**config.mk**
```make
export PLATFORM = sky130hd
export DESIGN_NAME = calc_top
export DESIGN_NICKNAME = d
export VERILOG_FILES = /design/src/calc_pkg.sv /design/src/calc_top.sv /design/src/resp_router.sv /design/src/shift_unit.sv /design/src/add_sub_unit.sv /design/src/unit_dispatch.sv /design/src/port_capture.sv
export VERILOG_INCLUDE_DIRS = /design/src /design/src/src
export SDC_FILE = /design/constraint.sdc
export NUM_CORES = 1
export LEC_CHECK = 0
export BUFFER_PORTS_ARGS = -buffer_cell sky130_fd_sc_hd__clkbuf_2
export CAP_MARGIN = 20
export CORE_UTILIZATION = 46
export CTS_BUF_LIST = sky130_fd_sc_hd__clkbuf_8
export DETAILED_ROUTE_END_ITERATION = 10
export PLACE_DENSITY = 0.64
export SLEW_MARGIN = 5
export SYNTH_ARGS = -nofsm -noshare
export SYNTH_HDL_FRONTEND = slang
export SYNTH_SLANG_ARGS = --single-unit
```
**constraint.sdc**
```tcl
create_clock -name c_clk -period 4.75 [get_ports c_clk]
set_input_delay 0.475 -clock c_clk [delete_from_list [all_inputs] [get_ports c_clk]]
set_output_delay 0.475 -clock c_clk [all_outputs]
set_load 0.1 [all_outputs]
```
**src/calc_cfg.svh**
```systemverilog
`ifndef CALC_CFG_SVH
`define CALC_CFG_SVH

// datapath widths
`define CALC_DATA_W  32
`define CALC_CMD_W   4
`define CALC_RESP_W  2
`define CALC_SHAMT_W 5   // low bits of operand 2 used by shifts

// number of request ports
`define CALC_PORTS   4

// command codes
`define CALC_CMD_NOP 4'd0
`define CALC_CMD_ADD 4'd1
`define CALC_CMD_SUB 4'd2
`define CALC_CMD_SHL 4'd5
`define CALC_CMD_SHR 4'd6

// response codes
`define CALC_RESP_NONE 2'd0
`define CALC_RESP_OK   2'd1   // data valid
`define CALC_RESP_ERR  2'd2   // overflow or underflow
`define CALC_RESP_BAD  2'd3   // invalid command

`endif
```
**src/calc_pkg.sv**
```systemverilog
`include "calc_cfg.svh"

package calc_pkg;

	typedef logic [`CALC_DATA_W-1:0]         data_t;
	typedef logic [`CALC_CMD_W-1:0]          cmd_t;
	typedef logic [`CALC_RESP_W-1:0]         resp_t;
	typedef logic [$clog2(`CALC_PORTS)-1:0]  port_id_t;
	typedef logic [`CALC_SHAMT_W-1:0]        shamt_t;

	// per-port capture states
	typedef enum logic [1:0] {
		cap_idle,
		cap_wait_op2,   // cmd and op1 taken, op2 due this cycle
		cap_pending     // full request held until its result returns
	} cap_state_e;

	typedef struct packed {
		cmd_t  cmd;
		data_t data;
	} port_in_t;

	typedef struct packed {
		resp_t resp;
		data_t data;
	} port_out_t;

	typedef struct packed {
		cmd_t  cmd;
		data_t op1;
		data_t op2;
	} calc_req_t;

	// operation issued to an execution unit
	typedef struct packed {
		logic      valid;
		port_id_t  port;
		calc_req_t req;
	} unit_in_t;

	// result leaving an execution unit
	typedef struct packed {
		logic     valid;
		port_id_t port;
		resp_t    resp;
		data_t    data;
	} unit_res_t;

endpackage

```
**src/calc_top.sv**
```systemverilog
`timescale 1ns/10ps
`include "calc_cfg.svh"

module calc_top import calc_pkg::*; (
	input  logic      c_clk,
	input  logic      rst_n,
	input  port_in_t  port_in [`CALC_PORTS],
	output port_out_t port_out [`CALC_PORTS]
);

	logic [`CALC_PORTS-1:0] pending;   // capture holds an unissued request
	logic [`CALC_PORTS-1:0] grant;     // one-cycle issue strobe per port
	logic [`CALC_PORTS-1:0] done;      // result delivered to the port

	calc_req_t reqs [`CALC_PORTS];

	unit_in_t  add_in;
	unit_in_t  shift_in;
	unit_res_t add_res;
	unit_res_t shift_res;

	// one capture FSM per port
	for (genvar i = 0; i < `CALC_PORTS; i++) begin : g_port
		port_capture u_cap (
			.c_clk   (c_clk),
			.rst_n   (rst_n),
			.port_in (port_in[i]),
			.grant   (grant[i]),
			.done    (done[i]),
			.pending (pending[i]),
			.req     (reqs[i])
		);
	end

	unit_dispatch u_dispatch (
		.pending  (pending),
		.reqs     (reqs),
		.grant    (grant),
		.add_in   (add_in),
		.shift_in (shift_in)
	);

	add_sub_unit u_add_sub (
		.c_clk (c_clk),
		.rst_n (rst_n),
		.op    (add_in),
		.res   (add_res)
	);

	shift_unit u_shift (
		.c_clk (c_clk),
		.rst_n (rst_n),
		.op    (shift_in),
		.res   (shift_res)
	);

	// results back onto the owning port
	resp_router u_router (
		.c_clk     (c_clk),
		.rst_n     (rst_n),
		.add_res   (add_res),
		.shift_res (shift_res),
		.port_out  (port_out),
		.done      (done)
	);

endmodule

```
**src/resp_router.sv**
```systemverilog
`timescale 1ns/10ps
`include "calc_cfg.svh"

module resp_router import calc_pkg::*; (
	input  logic                   c_clk,
	input  logic                   rst_n,
	input  unit_res_t              add_res,
	input  unit_res_t              shift_res,
	output port_out_t              port_out [`CALC_PORTS],
	output logic [`CALC_PORTS-1:0] done
);

	port_out_t out_nxt [`CALC_PORTS];

	// one outstanding request per port, so at most one unit hits a port
	always_comb begin
		for (int i = 0; i < `CALC_PORTS; i++) begin
			done[i]    = 1'b0;
			out_nxt[i] = '{resp: `CALC_RESP_NONE, data: '0};
			if (add_res.valid && (add_res.port == port_id_t'(i))) begin
				done[i]    = 1'b1;
				out_nxt[i] = '{resp: add_res.resp, data: add_res.data};
			end
			if (shift_res.valid && (shift_res.port == port_id_t'(i))) begin
				done[i]    = 1'b1;
				out_nxt[i] = '{resp: shift_res.resp, data: shift_res.data};
			end
		end
	end

	always_ff @(posedge c_clk or negedge rst_n) begin
		if (!rst_n) begin
			for (int i = 0; i < `CALC_PORTS; i++) begin
				port_out[i] <= '{resp: `CALC_RESP_NONE, data: '0};
			end
		end else begin
			port_out <= out_nxt;   // one-cycle response pulse
		end
	end

endmodule

```
**src/shift_unit.sv**
```systemverilog
`timescale 1ns/10ps
`include "calc_cfg.svh"

module shift_unit import calc_pkg::*; (
	input  logic      c_clk,
	input  logic      rst_n,
	input  unit_in_t  op,
	output unit_res_t res
);

	logic      s1_valid;
	port_id_t  s1_port;
	calc_req_t s1_req;

	logic      s2_valid;
	port_id_t  s2_port;
	data_t     s2_data;

	shamt_t    shamt;

	always_ff @(posedge c_clk or negedge rst_n) begin
		if (!rst_n) begin
			s1_valid <= 1'b0;
			s2_valid <= 1'b0;
		end else begin
			s1_valid <= op.valid;
			s2_valid <= s1_valid;
		end
	end

	assign shamt = s1_req.op2[`CALC_SHAMT_W-1:0];   // upper op2 bits ignored

	always_ff @(posedge c_clk) begin
		if (op.valid) begin
			s1_port <= op.port;
			s1_req  <= op.req;
		end
		if (s1_valid) begin
			s2_port <= s1_port;
			// logical shifts, dispatcher only sends SHL and SHR here
			s2_data <= (s1_req.cmd == `CALC_CMD_SHL) ? (s1_req.op1 << shamt)
				: (s1_req.op1 >> shamt);
		end
	end

	assign res = '{valid: s2_valid, port: s2_port, resp: `CALC_RESP_OK, data: s2_data};

endmodule

```
**src/add_sub_unit.sv**
```systemverilog
`timescale 1ns/10ps
`include "calc_cfg.svh"

module add_sub_unit import calc_pkg::*; (
	input  logic      c_clk,
	input  logic      rst_n,
	input  unit_in_t  op,
	output unit_res_t res
);

	logic      s1_valid;
	port_id_t  s1_port;
	calc_req_t s1_req;

	logic      s2_valid;
	port_id_t  s2_port;
	resp_t     s2_resp;
	data_t     s2_data;

	logic [`CALC_DATA_W:0] sum;   // top bit is the carry out
	data_t     diff;
	resp_t     resp_nxt;
	data_t     data_nxt;

	always_ff @(posedge c_clk or negedge rst_n) begin
		if (!rst_n) begin
			s1_valid <= 1'b0;
			s2_valid <= 1'b0;
		end else begin
			s1_valid <= op.valid;
			s2_valid <= s1_valid;
		end
	end

	always_ff @(posedge c_clk) begin
		if (op.valid) begin
			s1_port <= op.port;
			s1_req  <= op.req;
		end
		if (s1_valid) begin
			s2_port <= s1_port;
			s2_resp <= resp_nxt;
			s2_data <= data_nxt;
		end
	end

	assign sum  = {1'b0, s1_req.op1} + {1'b0, s1_req.op2};
	assign diff = s1_req.op1 - s1_req.op2;

	// stage 2 result, error codes carry zero data
	always_comb begin
		resp_nxt = `CALC_RESP_BAD;
		data_nxt = '0;
		case (s1_req.cmd)
			`CALC_CMD_ADD: begin
				resp_nxt = sum[`CALC_DATA_W] ? `CALC_RESP_ERR : `CALC_RESP_OK;
				data_nxt = sum[`CALC_DATA_W] ? '0 : sum[`CALC_DATA_W-1:0];
			end
			`CALC_CMD_SUB: begin
				resp_nxt = (s1_req.op1 < s1_req.op2) ? `CALC_RESP_ERR : `CALC_RESP_OK;
				data_nxt = (s1_req.op1 < s1_req.op2) ? '0 : diff;
			end
			default: begin
			end
		endcase
	end

	assign res = '{valid: s2_valid, port: s2_port, resp: s2_resp, data: s2_data};

endmodule

```
**src/unit_dispatch.sv**
```systemverilog
`timescale 1ns/10ps
`include "calc_cfg.svh"

module unit_dispatch import calc_pkg::*; (
	input  logic [`CALC_PORTS-1:0] pending,
	input  calc_req_t              reqs [`CALC_PORTS],
	output logic [`CALC_PORTS-1:0] grant,
	output unit_in_t               add_in,
	output unit_in_t               shift_in
);

	logic [`CALC_PORTS-1:0] want_shift;
	logic [`CALC_PORTS-1:0] want_add;     // add, sub and invalid codes
	logic [`CALC_PORTS-1:0] grant_add;
	logic [`CALC_PORTS-1:0] grant_shift;

	// sort pending requests by execution unit
	always_comb begin
		for (int i = 0; i < `CALC_PORTS; i++) begin
			want_shift[i] = pending[i] &&
				((reqs[i].cmd == `CALC_CMD_SHL) || (reqs[i].cmd == `CALC_CMD_SHR));
			want_add[i] = pending[i] && !want_shift[i];
		end
	end

	// per unit, lowest pending port wins
	always_comb begin
		add_in      = '0;
		shift_in    = '0;
		grant_add   = '0;
		grant_shift = '0;
		for (int i = 0; i < `CALC_PORTS; i++) begin
			if (want_add[i] && !add_in.valid) begin
				grant_add[i] = 1'b1;
				add_in.valid = 1'b1;
				add_in.port  = port_id_t'(i);
				add_in.req   = reqs[i];
			end
			if (want_shift[i] && !shift_in.valid) begin
				grant_shift[i] = 1'b1;
				shift_in.valid = 1'b1;
				shift_in.port  = port_id_t'(i);
				shift_in.req   = reqs[i];
			end
		end
	end

	// a port wants only one unit, so the two grant vectors never overlap
	assign grant = grant_add | grant_shift;

endmodule

```
**src/port_capture.sv**
```systemverilog
`timescale 1ns/10ps
`include "calc_cfg.svh"

module port_capture import calc_pkg::*; (
	input  logic      c_clk,
	input  logic      rst_n,
	input  port_in_t  port_in,
	input  logic      grant,
	input  logic      done,
	output logic      pending,
	output calc_req_t req
);

	cap_state_e state;
	logic       issued;   // sent to a unit, result not back yet
	logic       start;

	// only an idle port takes a new command
	assign start = (state == cap_idle) && (port_in.cmd != `CALC_CMD_NOP);

	assign pending = (state == cap_pending) && !issued;

	always_ff @(posedge c_clk or negedge rst_n) begin
		if (!rst_n) begin
			state  <= cap_idle;
			issued <= 1'b0;
		end else begin
			case (state)
				cap_idle: begin
					if (start) begin
						state <= cap_wait_op2;
					end
				end
				cap_wait_op2: begin
					state  <= cap_pending;   // op2 is on the bus this cycle
					issued <= 1'b0;
				end
				cap_pending: begin
					if (grant) begin
						issued <= 1'b1;
					end
					// router pulse ends the transaction
					if (done) begin
						state  <= cap_idle;
						issued <= 1'b0;
					end
				end
				default: begin
					state <= cap_idle;
				end
			endcase
		end
	end

	always_ff @(posedge c_clk) begin
		if (start) begin
			req.cmd <= port_in.cmd;
			req.op1 <= port_in.data;
		end
		if (state == cap_wait_op2) begin
			req.op2 <= port_in.data;   // cmd in this cycle is ignored
		end
	end

endmodule

```
==> After elaboration in Yosys (flattened, before gate mapping) <==
Index checks and enable logic that the tools add are counted.
Widths: inputs -> output; s select.
{ "word_totals": {"reg_bits": 607, "input_bits": 146, "out_inout_bits": 136} }
{ "op_classes": {"add_sub_neg": 2, "n_lt_le_gt_ge": 1, "n_eq_ne": 37, "shifts": 2, "muxes": 63, "bitwise": 1, "reduce_logical": 72} }
{ "ops": {"columns": ["cell", "count"], "rows": [
  ["$mux 71", 8],
  ["$mux 34", 8],
  ["$mux 32", 3],
  ["$pmux 32 s2", 1],
  ["$eq 4x3->1 const B", 9],
  ["$add 32x32->33", 1],
  ["$lt 32x32->1", 1],
  ["$shl 32x5->32", 1],
  ["$shr 32x5->32", 1],
  ["$sub 32x32->32", 1],
  ["$logic_and 1x1->1", 30],
  ["$mux 1", 24],
  ["$pmux 2 s3", 4],
  ["$mux 2", 10],
  ["$eq 2x2->1 const B", 8],
  ["$ne 2x1->1 const B", 8],
  ["$reduce_and 2->1", 8],
  ["$reduce_bool 4->1", 4],
  ["$logic_not 1->1", 14],
  ["$eq 2x1->1 const B", 6],
  ["$logic_not 2->1", 6],
  ["$ne 3x2->1 const B", 4],
  ["$pmux 1 s2", 4],
  ["$reduce_bool 2->1", 4],
  ["6 further kinds", 10]
]} }

==> Logic depth before layout (Yosys ltp) <==
Gate-level depths: netlist (run 1).
{ "logic_depth": {"ltp_word": 19, "ltp_mapped": 13, "mapped_depth_nobuf": 12} }

==> Modules after synthesis <==
From an unflattened synthesis (run 1), not the netlist that was laid out.
{ "hier_totals": {"cells_unflattened": 2977, "hier_area_um2": 33427.1} }
{ "by_module_without_submodules": {"columns": ["module", "instances", "cells_per_inst", "area_per_inst_um2", "seq_area_each_um2"], "rows": [
  ["port_capture", 4, 83, 2193.4, 2117.0],
  ["add_sub_unit", 1, 730, 7398.3, 3233.1],
  ["shift_unit", 1, 596, 6696.4, 2362.3],
  ["resp_router", 1, 533, 6351.1, 3403.3],
  ["unit_dispatch", 1, 786, 4207.8, 0.0]
]} }

==> Least setup slack after synthesis (run 1) <==
Ideal clock, no wire load.
{ "synth_path": {"path_type": "flip-flop to flip-flop", "startpoint": "register g_port[1].u_cap.state[0]", "endpoint": "register u_add_sub.s1_port[0], enable pin", "setup_time_ps": 431, "arrival_time_ps": 3303, "t_required_ps": 4319, "slack_ps": 1016, "path_stages_with_launch": 9, "n_path_buf": 2, "period_less_slack_ps": 3734, "path_cell_list": "dfrtp_1 -> inv_1 -> ha_1 -> nand2b_1 -> a31oi_1 -> clkbuf_1 -> buf_1 -> nor3_1 -> nand2_1"} }
{ "synth_rtl": {"columns": ["item", "line_no", "rtl"], "rows": [
  ["start: declaration", "port_capture.sv:14", "cap_state_e state;"],
  ["start signal: assignment", "port_capture.sv:25", "state <= cap_idle;"],
  ["start signal: assignment", "port_capture.sv:31", "state <= cap_wait_op2;"],
  ["start signal: assignment", "port_capture.sv:35", "state <= cap_pending;"],
  ["end signal: assignment", "add_sub_unit.sv:37", "s1_port <= op.port;"],
  ["end: declaration", "add_sub_unit.sv:12", "port_id_t s1_port;"]
]} }

==> Worst setup path in the final report (run 1) <==
{ "layout_path": {"startpoint": "register u_add_sub.s1_req[0] (netlist bit)", "endpoint": "register u_add_sub.s2_data[29], data pin"} }
{ "layout_between": {"elab_chain_cells": 3} }
{ "layout_rtl": {"columns": ["item", "line_no", "rtl"], "rows": [
  ["start: declaration", "add_sub_unit.sv:13", "calc_req_t s1_req;"],
  ["start signal: assignment", "add_sub_unit.sv:38", "s1_req <= op.req;"],
  ["$sub 32x32->32, or another cell as far along", "add_sub_unit.sv:48", "assign diff = s1_req.op1 - s1_req.op2;"],
  ["$mux 32 (on tied branches)", "add_sub_unit.sv:61, add_sub_unit.sv:57", null],
  ["$pmux 32 s2 (*)", "add_sub_unit.sv:54", "case (s1_req.cmd)"],
  ["named net u_add_sub.data_nxt[29]", "add_sub_unit.sv:23", "data_t data_nxt;"],
  ["end signal: assignment", "add_sub_unit.sv:43", "s2_data <= data_nxt;"],
  ["end: declaration", "add_sub_unit.sv:18", "data_t s2_data;"]
]} }
The timed path passes the listed nets; every way through them passes the cells marked *.
A chain may end at the register's enable or synchronous reset.

==> impl_metrics.tcl, run 1 <==
set metrics [dict create \
    path_clk_slew_ns 0.06 \
    drtIter0Drc 2116 \
    critical_path_class "flip-flop to flip-flop" \
    yosysTopAreaCell "edfxtp_1" \
    clockBufferDepth 3 \
    min_from "u_add_sub.s1_port[1]" \
    ctsResizeCount 0 \
    fin_hold_ws_ns 0.430 \
    place_congestion 0.961 \
    rows 91 \
    synth.most_common_cell "edfxtp_1" \
    ff2ff_setup_slack_ns 1.12 \
    syn_avg_cell_area_um2 12.6 \
    synthDistinctLibCells 93 \
    synthArstFlopShare 0.250 \
    fmax_mhz 276 \
    setup_ws_ns 1.12 \
    arrival_ns 4.09 \
    layout_min_cycle_time_ns 3.63 \
    cts_tree "done" \
    numCtsBuffers 99 \
    overflow 0 \
    worstSkewPairLatency_ns 0.73 \
    synth_top_area_frac 0.469 \
    syn-num-nets 2538 \
    fin_crit_sh 0.764 \
    grt_pass1_vias 21602 \
    relSlewSlack 0.208 \
    path_delay_family "compound AO/OA/AOI/OAI gates" \
    whs_endpoint "u_add_sub.s2_port[1]" \
    vias 21847 \
    drt-total-wl_um 89100 \
    start_kind "flip-flop" \
    required_ns 5.21 \
    finalPower_mw 26.7 \
    grt.total_usage 0.274 \
    detail-route-antenna-nets 0 \
    worstMarginPinSlew_ns 1.19 \
    synth_area_leaders "edfxtp_1 47%, dfrtp_1 13%, mux2i_1 4.1%, a22o_1 3.8%, a221o_1 3.6%" \
    antenna_found_initial 6 \
    crit_fanout 16 \
    endpoint_kind "flip-flop" \
    worst_ir_drop_vdd_uv 377 \
    cpPeakStageDelay_ns 0.48 \
    worstHoldPathCells 0 \
    die-width_um 254 \
    grt_max_degree 114 \
    setup-violations-final 0 \
    multiInputGateArea_um2 10800 \
    cts_root_buffer "clkbuf_8" \
    syn_inst 2309 \
    yosysWarnings 0 \
    path_cells "ha_1 > inv_1 > fa_1 > nor2_1 > o221ai_1 > o21ai_1 > o211a_1 > o31ai_4 > o2111a_1 > buf_4 > a221o_2 > o21a_1" \
    grt_pass1_wl_um 133000 \
    synthTopCellsByCount "455 x edfxtp_1, 202 x nor2_1, 152 x dfrtp_1" \
    cp_slowest_cell "o2111a_1" \
    finalHoldViolCount 0 \
    drive_above_1_share 0.195 \
    htree_levels 3 \
    report.final.slew_viol_count 0 \
    via_per_inst 6.00 \
    p_per_area_nw_per_um2 764 \
    holdCritPathClass "flip-flop to flip-flop" \
    die_height_um 254 \
    max_cap_violations 0 \
    rsz0062_at_grt "false" \
    first_pass_iters 7 \
    core_area_um2 62200 \
    fin_setup_tns_ns 0 \
    status "finished clean" \
    netlist_area_um2 29100 \
    fin_util 0.562 \
    area_growth_pct 20.0 \
    cts.sinks 607 \
    ys_seq_elements 607 \
    die_area_um2 64300 \
    synth_enable_flop_cells 455 \
    nets 2957 \
    pre_cts_ws_ns 1.14 \
    r2r-start "u_add_sub.s1_req[0]" \
    worst-path-buf-inv 2 \
    seq_area_um2 17500 \
    synth_seq_area_share 0.600 \
    n_fill_cell 5113 \
    skew_ns 0.0608 \
    reg2regPathDepth 12 \
    io_pins 282 \
    p_leak_nw 14.4 \
    start_util 0.468 \
    wl_per_cell_um 24.4 \
    port_buffers 281 \
    synth_ff_type "edfxtp_1" \
    dp_hpwl_um 63200 \
    drc_errors 0 \
    rr_endpoint "u_add_sub.s2_data[29]" \
]
## registers in the layout, summed over array words and instances, names as in the netlist, 4 cells and up
| register | flops |
|---|---|
| u_add_sub.s2_data | 32 |
| u_shift.s1_req | 41 |
| u_add_sub.s1_req | 68 |
| g_port.u_cap.issued | 4 |
| g_port.u_cap.req | 272 |
| u_shift.s2_data | 32 |
| g_port.u_cap.state | 8 |
| u_router.port_out | 136 |
## area by class of cell
cell class              count  share of cell area
clock buffers             113              0.0445
well taps                 837              0.0300
inverters                  91             0.00978
repair buffers            481              0.0949
flip-flops and latches    607               0.500
diodes                      2            0.000143
clock inverters            65              0.0125
multi-input cells        1448               0.308
## cell families (layout without fill, tap and decap cells)
family                   count (synthesis)  count (layout)  share of synthesized area
AO/OA/AOI/OAI                          762             762                      0.198
XOR/XNOR                                 8               8                    0.00241
adder cells (fa/ha/maj)                 83              83                     0.0362
buffers and inverters                  254             750                     0.0346
flip-flops                             607             607                      0.600
multiplexers                           142             142                     0.0552
other                                    1               3                   0.000129
AND/OR/NAND/NOR                        452             452                     0.0736
## placed cells by master, fill, tap and decap left out, types with 12 or more instances in the layout
master and instances:
dlygate4sd3_1 145, mux2i_1 120, clkinv_2 12, a221oi_1 25, buf_4 52, o22ai_1 22
nand2_1 74, a22oi_1 107, a22o_1 128, nand2b_1 42, and3_1 17, a21o_1 13
nand3_1 16, dfrtp_1 152, a221o_1 105, o31ai_1 12, ha_1 81, inv_1 113
clkbuf_2 280, edfxtp_1 455, clkbuf_8 113, mux4_2 14, clkinv_1 15, nor2b_1 15
nor3_1 23, a21oi_1 122, a211oi_1 12, o21ai_0 98, nor2_1 194, o21a_1 13
## timing repair
| item | in CTS | in global routing |
|---|---|---|
| hold buffers | 145 | 0 |
| endpoints found under the hold margin | 383 | 0 |
| buffers inserted | 0 | 0 |
## routing by layer
metal | wire (um) | share of wire | GRT usage
met5 | 31 | 0.00035 | 0
met4 | 1940 | 0.022 | 0.0843
met3 | 6740 | 0.076 | 0.0462
met2 | 41200 | 0.46 | 0.431
met1 | 39200 | 0.44 | 0.388
## worst reg2reg max path: stages, from the launching register on
cell	delay, ns
edfxtp_1	0.39
ha_1	0.18
inv_1	0.06
fa_1	0.42
nor2_1	0.16
o221ai_1	0.16
o21ai_1	0.33
o211a_1	0.30
o31ai_4	0.12
o2111a_1	0.48
buf_4	0.31
a221o_2	0.38
o21a_1	0.11
## how the worst max path moves through the flow
| stage | from | endpoint | slack [ns] | cells after the start |
|---|---|---|---|---|
| finish | u_add_sub.s1_req[0] | u_add_sub.s2_data[29] | 1.12 | 12 |
| global route | u_add_sub.s1_req[0] | u_add_sub.s2_data[27] | 0.87 | 12 |
| CTS | u_add_sub.s1_req[0] | u_add_sub.s2_data[29] | 1.14 | 12 |
| detailed placement | u_add_sub.s1_req[0] | u_add_sub.s2_data[29] | 1.14 | 12 |
| global placement | u_add_sub.s1_req[0] | u_add_sub.s2_data[29] | 1.23 | 12 |
| floorplan | g_port[1].u_cap.state[0] | u_add_sub.s1_port[0] | 1.02 | 8 |
## per-stage QoR
step           cells  instance area (um2)
4_1_cts         3642                34900
3_5_place_dp    3319                31500
2_1_floorplan   2309                29100
6_report        3644                34900
5_1_grt         3644                34900
3_3_place_gp    3319                31500
## power breakdown
group	total (mW)	switching [mW]	internal, mW
clock network	4.54	2.13	2.41
registers	9.53	1.21	8.31
logic	12.6	8.95	3.69
Power figures use the tool's default switching activity.
==> inputs of run 2 (changes only) <==
==> constraint.sdc (replaced) <==
create_clock -name c_clk -period 3.6 [get_ports c_clk]
set_input_delay 0.36 -clock c_clk [delete_from_list [all_inputs] [get_ports c_clk]]
set_output_delay 0.36 -clock c_clk [all_outputs]
set_load 0.1 [all_outputs]
==> run 2 against run 1 <==
Sequential power up 32%. Non-clock buffer count up 13. Via count increased by 0.16%. Largest cell class unchanged. Worst hold slack lost 0.20 ns. Final cell count increased by 0.36%. Combinational power is 33% higher. Worst setup slack worse by 0.86 ns. Critical endpoint is now u_add_sub.s2_data[22]. Critical path depth did not move. Largest power group unchanged. Register-to-register slack got worse by 0.86 ns.
==> impl_metrics.tcl, run 2 (synthesis gave the netlist of run 1 again) <==
set metrics [dict create \
    status "finished clean" \
    drc_errors 0 \
    port_buffers 281 \
    first_pass_iters 5 \
    internal_power_mw 19.0 \
    p_leak_nw 14.5 \
    finalHoldViolCount 0 \
    die_area_um2 64300 \
    place_congestion 0.935 \
    n_fill_cell 5160 \
    max_cap_violations 0 \
    io_pins 282 \
    comb_power_share 0.476 \
    relSlewSlack 0.338 \
    p_per_area_nw_per_um2 1000 \
    drtIter0Drc 2103 \
    nets 2968 \
    layout_min_cycle_time_ns 3.34 \
    fin_util 0.565 \
    antenna_found_initial 7 \
    largest_reg_flops 272 \
    instances_no_fill 3657 \
    arrival_ns 3.93 \
    wl_per_cell_um 24.0 \
    worst_ir_drop_vdd_uv 568 \
    cts.sinks 607 \
    area_growth_pct 20.5 \
    crit_fanout 10 \
    endpoint_kind "flip-flop" \
    vias 21881 \
    r2r-start "u_add_sub.s1_req[0]" \
    setup-violations-final 0 \
    reg_top3 "g_port.u_cap.req: 272 flops, u_router.port_out: 136 flops, u_add_sub.s1_req: 68 flops" \
    swShare 0.459 \
    cp-startpoint "u_add_sub.s1_req[0]" \
    postCtsSetupRepairBufs 0 \
    fmax_mhz 299 \
    grt.total_usage 0.271 \
    fin_area_um2 35100 \
    grt_pass1_wl_um 131000 \
    holdCritPathClass "primary input to asynchronous set/reset pin" \
    start_kind "flip-flop" \
    worstMarginPinSlew_ns 0.992 \
    htree_levels 3 \
    place_inst 3332 \
    detail-route-antenna-nets 0 \
    worstSkewPairLatency_ns 0.75 \
    rsz0062_at_grt "false" \
    report.final.slew_viol_count 0 \
    seq_power_share 0.359 \
    core_area_um2 62200 \
    cts_root_buffer "clkbuf_8" \
    skew_ns 0.0805 \
    cp_common_cell "a21oi_2" \
    numCtsBuffers 97 \
    grt_max_degree 131 \
    critical_path_class "flip-flop to flip-flop" \
    fin_crit_sh 0.928 \
    required_ns 4.18 \
    start_util 0.468 \
    drive_above_1_share 0.197 \
    die_height_um 254 \
    layout_commonest_cell "edfxtp_1" \
    p_sw_mw 16.1 \
    via_per_inst 5.98 \
    layout_common_cells "455 x edfxtp_1, 280 x clkbuf_2, 194 x nor2_1" \
    clockBufferDepth 3 \
    grt_pass1_vias 21467 \
    die-width_um 254 \
    power.share.clock 0.165 \
    cts_tree "done" \
    placed_area_um2 31700 \
    drt-total-wl_um 87700 \
    rows 91 \
    overflow 0 \
    path_cells "ha_1 > fa_1 > nand2b_1 > a21oi_2 > o211ai_1 > a21oi_2 > nand2_1 > a31oi_2 > o21ai_2 > buf_4 > o22a_1 > a21oi_1" \
    cp_slowest_cell "edfxtp_1" \
    dp_hpwl_um 62900 \
    top_register "g_port.u_cap.req" \
    cpPeakStageDelay_ns 0.42 \
    fin_setup_tns_ns 0 \
    path_clk_slew_ns 0.06 \
]
[run 2: worst paths after layout]
path / slack [ns] / to / cells after the start
worst max-delay path: 0.26 / u_add_sub.s2_data[22] / 12
worst min-delay path: 0.23 / u_router.port_out[113] / 2
worst max register to register: 0.26 / u_add_sub.s2_data[22] / 12
worst min register to register: 0.42 / u_add_sub.s2_port[0] / 0
max in group asynchronous: 2.50 / u_router.port_out[69] / 3
min in group c_clk: 0.35 / g_port[2].u_cap.req[27] / 2
[run 2: cell type report]
type | count | area, um2 | area share
flip-flops and latches | 607 | 17500 | 0.498
multi-input cells | 1448 | 10800 | 0.307
repair buffers | 494 | 3540 | 0.101
clock buffers | 107 | 1470 | 0.0420
well taps | 837 | 1050 | 0.0298
clock inverters | 69 | 440 | 0.0125
inverters | 91 | 342 | 0.00973
diodes | 4 | 10.0 | 0.000285
[run 2: layer usage]
layer  up-vias  part of all wire  GRT usage
met5         -           0.00062          0
li1       9858                 -          -
met2      1073              0.46      0.426
met1     10777              0.42      0.372
met4         8             0.029     0.0926
met3       165             0.082     0.0581
[run 2: timing repair]
action	4_1_cts	5_1_grt
setup endpoints to repair	0	23
hold buffers	145	0
hold endpoints to repair	340	0
gates resized for setup	0	3
[run 2: stage by stage]
stage	hold WS, ns	setup WS, ns	power [mW]
final	0.229	0.258	35.1
after global routing	0.268	0.0915	37.0
after CTS	0.206	0.0559	35.1
after detailed placement	0.410	0.0535	29.1
after global placement	0.400	0.223	28.9
after floorplan	0.0644	0.238	23.9
[run 2: worst max-delay path, delay by kind of cell, from the launching register on]
family / cells / cell delay (ns)
flops: 1 / 0.42
fa+ha+maj: 2 / 0.64
buf+inv: 1 / 0.27
simple gates: 2 / 0.28
compound gates: 7 / 1.57
[run 2: power groups by stage]
stage | combinational, mW | sequential [mW] | clock [mW]
finish | 16.7 | 12.6 | 5.80
global route | 17.9 | 12.9 | 6.20
CTS | 16.6 | 12.6 | 5.90
detailed placement | 16.4 | 12.7 | 0
global placement | 16.3 | 12.6 | 0
floorplan | 8.98 | 14.9 | 0
==> inputs of run 3 (changes only) <==
--- a/config.mk
+++ b/config.mk
@@ -12,6 +12,7 @@
 export CTS_BUF_LIST = sky130_fd_sc_hd__clkbuf_8
 export DETAILED_ROUTE_END_ITERATION = 10
 export PLACE_DENSITY = 0.64
+export REMOVE_ABC_BUFFERS = 1
 export SLEW_MARGIN = 5
 export SYNTH_ARGS = -nofsm -noshare
 export SYNTH_HDL_FRONTEND = slang
==> run 3 against run 2 <==
Worst setup slack got worse by 0.028 ns. Largest cell class unchanged. Fmax decreased by 0.82%. Critical path type unchanged. Sequential power about the same. Count of clock-buffer cells in the layout increased by 3. Critical endpoint is now u_add_sub.s2_data[24].
==> impl_metrics.tcl, run 3 (synthesis gave the netlist of run 1 again) <==
set metrics [dict create \
    skew_ns 0.0351 \
    port_buffers 281 \
    overflow 0 \
    path_clk_slew_ns 0.06 \
    path_delay_family "compound AO/OA/AOI/OAI gates" \
    worst-path-buf-inv 1 \
    antenna_found_initial 2 \
    endpoint "u_add_sub.s2_data[24]" \
    crit_fanout 23 \
    reg2regPathDepth 12 \
    critical_path_class "flip-flop to flip-flop" \
    vias 21474 \
    finalHoldViolCount 0 \
    cts.sinks 607 \
    p_per_area_nw_per_um2 997 \
    worst_ir_drop_vdd_uv 439 \
    die_area_um2 64300 \
    layout_min_cycle_time_ns 3.37 \
    cpPeakStageDelay_ns 0.42 \
    io_pins 282 \
    worstSkewPairLatency_ns 0.71 \
    dp_hpwl_um 57800 \
    cts_root_buffer "clkbuf_8" \
    place_congestion 0.939 \
    die_height_um 254 \
    start_util 0.468 \
    largest_reg_flops 272 \
    ff2ff_setup_slack_ns 0.23 \
    core_area_um2 62200 \
    fin_crit_sh 0.936 \
    fin_util 0.567 \
    fmax_mhz 297 \
    top_register "g_port.u_cap.req" \
    crit_cells 12 \
    finalPower_mw 35.1 \
    setup-violations-final 0 \
    area_growth_pct 21.0 \
    max_cap_violations 0 \
    via_per_inst 5.86 \
    rows 91 \
    cp-startpoint "u_add_sub.s1_req[0]" \
    worstMarginPinSlew_ns 1.11 \
    report.final.slew_viol_count 0 \
    die-width_um 254 \
    grt_pass1_vias 21521 \
    arrival_ns 3.91 \
    first_pass_iters 7 \
    drc_errors 0 \
    cp_common_cell "a21oi_1" \
    detail-route-antenna-nets 0 \
    htree_levels 3 \
    nets 2982 \
    wl_per_cell_um 22.7 \
    endpoint_kind "flip-flop" \
    rr_endpoint "u_add_sub.s2_data[24]" \
    layout_common_cells "455 x edfxtp_1, 280 x clkbuf_2, 194 x nor2_1" \
    clockBufferDepth 3 \
    fin_setup_tns_ns 0 \
    holdCritPathClass "primary input to asynchronous set/reset pin" \
    grt.total_usage 0.257 \
    relSlewSlack 0.261 \
    reg_top3 "g_port.u_cap.req: 272 flops, u_router.port_out: 136 flops, u_add_sub.s1_req: 68 flops" \
    status "finished clean" \
    drive_above_1_share 0.199 \
    drtIter0Drc 1766 \
    grt_pass1_wl_um 125000 \
    path_cells "ha_1 > fa_1 > nand2b_1 > a21oi_1 > o211ai_1 > a21oi_2 > nand2_1 > a31oi_1 > o21ai_2 > buf_12 > o22a_1 > a21oi_1" \
    grt_max_degree 116 \
    required_ns 4.14 \
    cp_slowest_cell "edfxtp_1" \
    rsz0062_at_grt "false" \
    drt-total-wl_um 83100 \
    r2r-start "u_add_sub.s1_req[0]" \
    p_leak_nw 14.6 \
    cts_tree "done" \
    start_kind "flip-flop" \
    layout_commonest_cell "edfxtp_1" \
    numCtsBuffers 99 \
]
-- run 3: changes by cell type in the layout (fill, tap and decap cells not counted), sizes merged --
cell | before | now
buf | 69 | 81
bufinv | 3 | 4
clkbuf | 387 | 390
clkinv | 26 | 19
diode | 4 | 2
inv | 129 | 132
-- run 3: repair_timing --
item	4_1_cts	5_1_grt
hold endpoints to repair	322	0
buffers inserted	0	0
resized for setup	0	1
hold buffers	145	0
setup endpoints to repair	0	16
-- run 3: routing by layer --
layer	up-vias	part of all wire	track usage	wire length [um]
met5	-	0	0	0
met4	0	0.025	0.0861	2090
met3	125	0.061	0.0407	5040
met2	843	0.47	0.416	39200
met1	10614	0.44	0.352	36800
li1	9892	-	-	-
-- run 3: cell type report --
class / instances / area, um2
Fill cell: 5127 / 26900
Sequential cell: 607 / 17500
Multi-Input combinational cell: 1448 / 10800
Timing Repair Buffer: 506 / 3690
Clock buffer: 110 / 1510
Tap cell: 837 / 1050
Clock inverter: 66 / 389
Inverter: 91 / 342
Antenna cell: 2 / 5.00
-- run 3: worst min-delay path by stage --
stage	start	end	slack [ns]	cells after the start
after floorplan	rst_n	g_port[0].u_cap.issued	0.06	0
after global placement	rst_n	u_router.port_out[109]	0.27	1
after detailed placement	rst_n	u_router.port_out[109]	0.28	1
after CTS	rst_n	u_router.port_out[135]	0.08	2
after global routing	rst_n	u_router.port_out[109]	0.12	2
final	rst_n	u_router.port_out[109]	0.13	2
-- run 3: power by group --
part | leakage (nW) | switching [mW] | internal, mW | total (mW)
registers | 6.44 | 1.56 | 11.0 | 12.5
clock network | 1.12 | 2.69 | 3.07 | 5.76
logic | 7.00 | 11.6 | 5.24 | 16.8
total | 14.6 | 15.9 | 19.3 | 35.1
-- run 3: through the flow --
| step | std cells | setup slack [ns] | hold WS [ns] | cell area, um2 |
|---|---|---|---|---|
| after detailed placement | 3341 | 0.155 | 0.282 | 31800 |
| final | 3667 | 0.231 | 0.128 | 35200 |
| after floorplan | 2146 | -7.30 | 0.0644 | 28500 |
| after global placement | 3340 | 0.296 | 0.271 | 31800 |
| after global routing | 3667 | 0.0527 | 0.115 | 35200 |
| after CTS | 3662 | 0.156 | 0.0762 | 35200 |
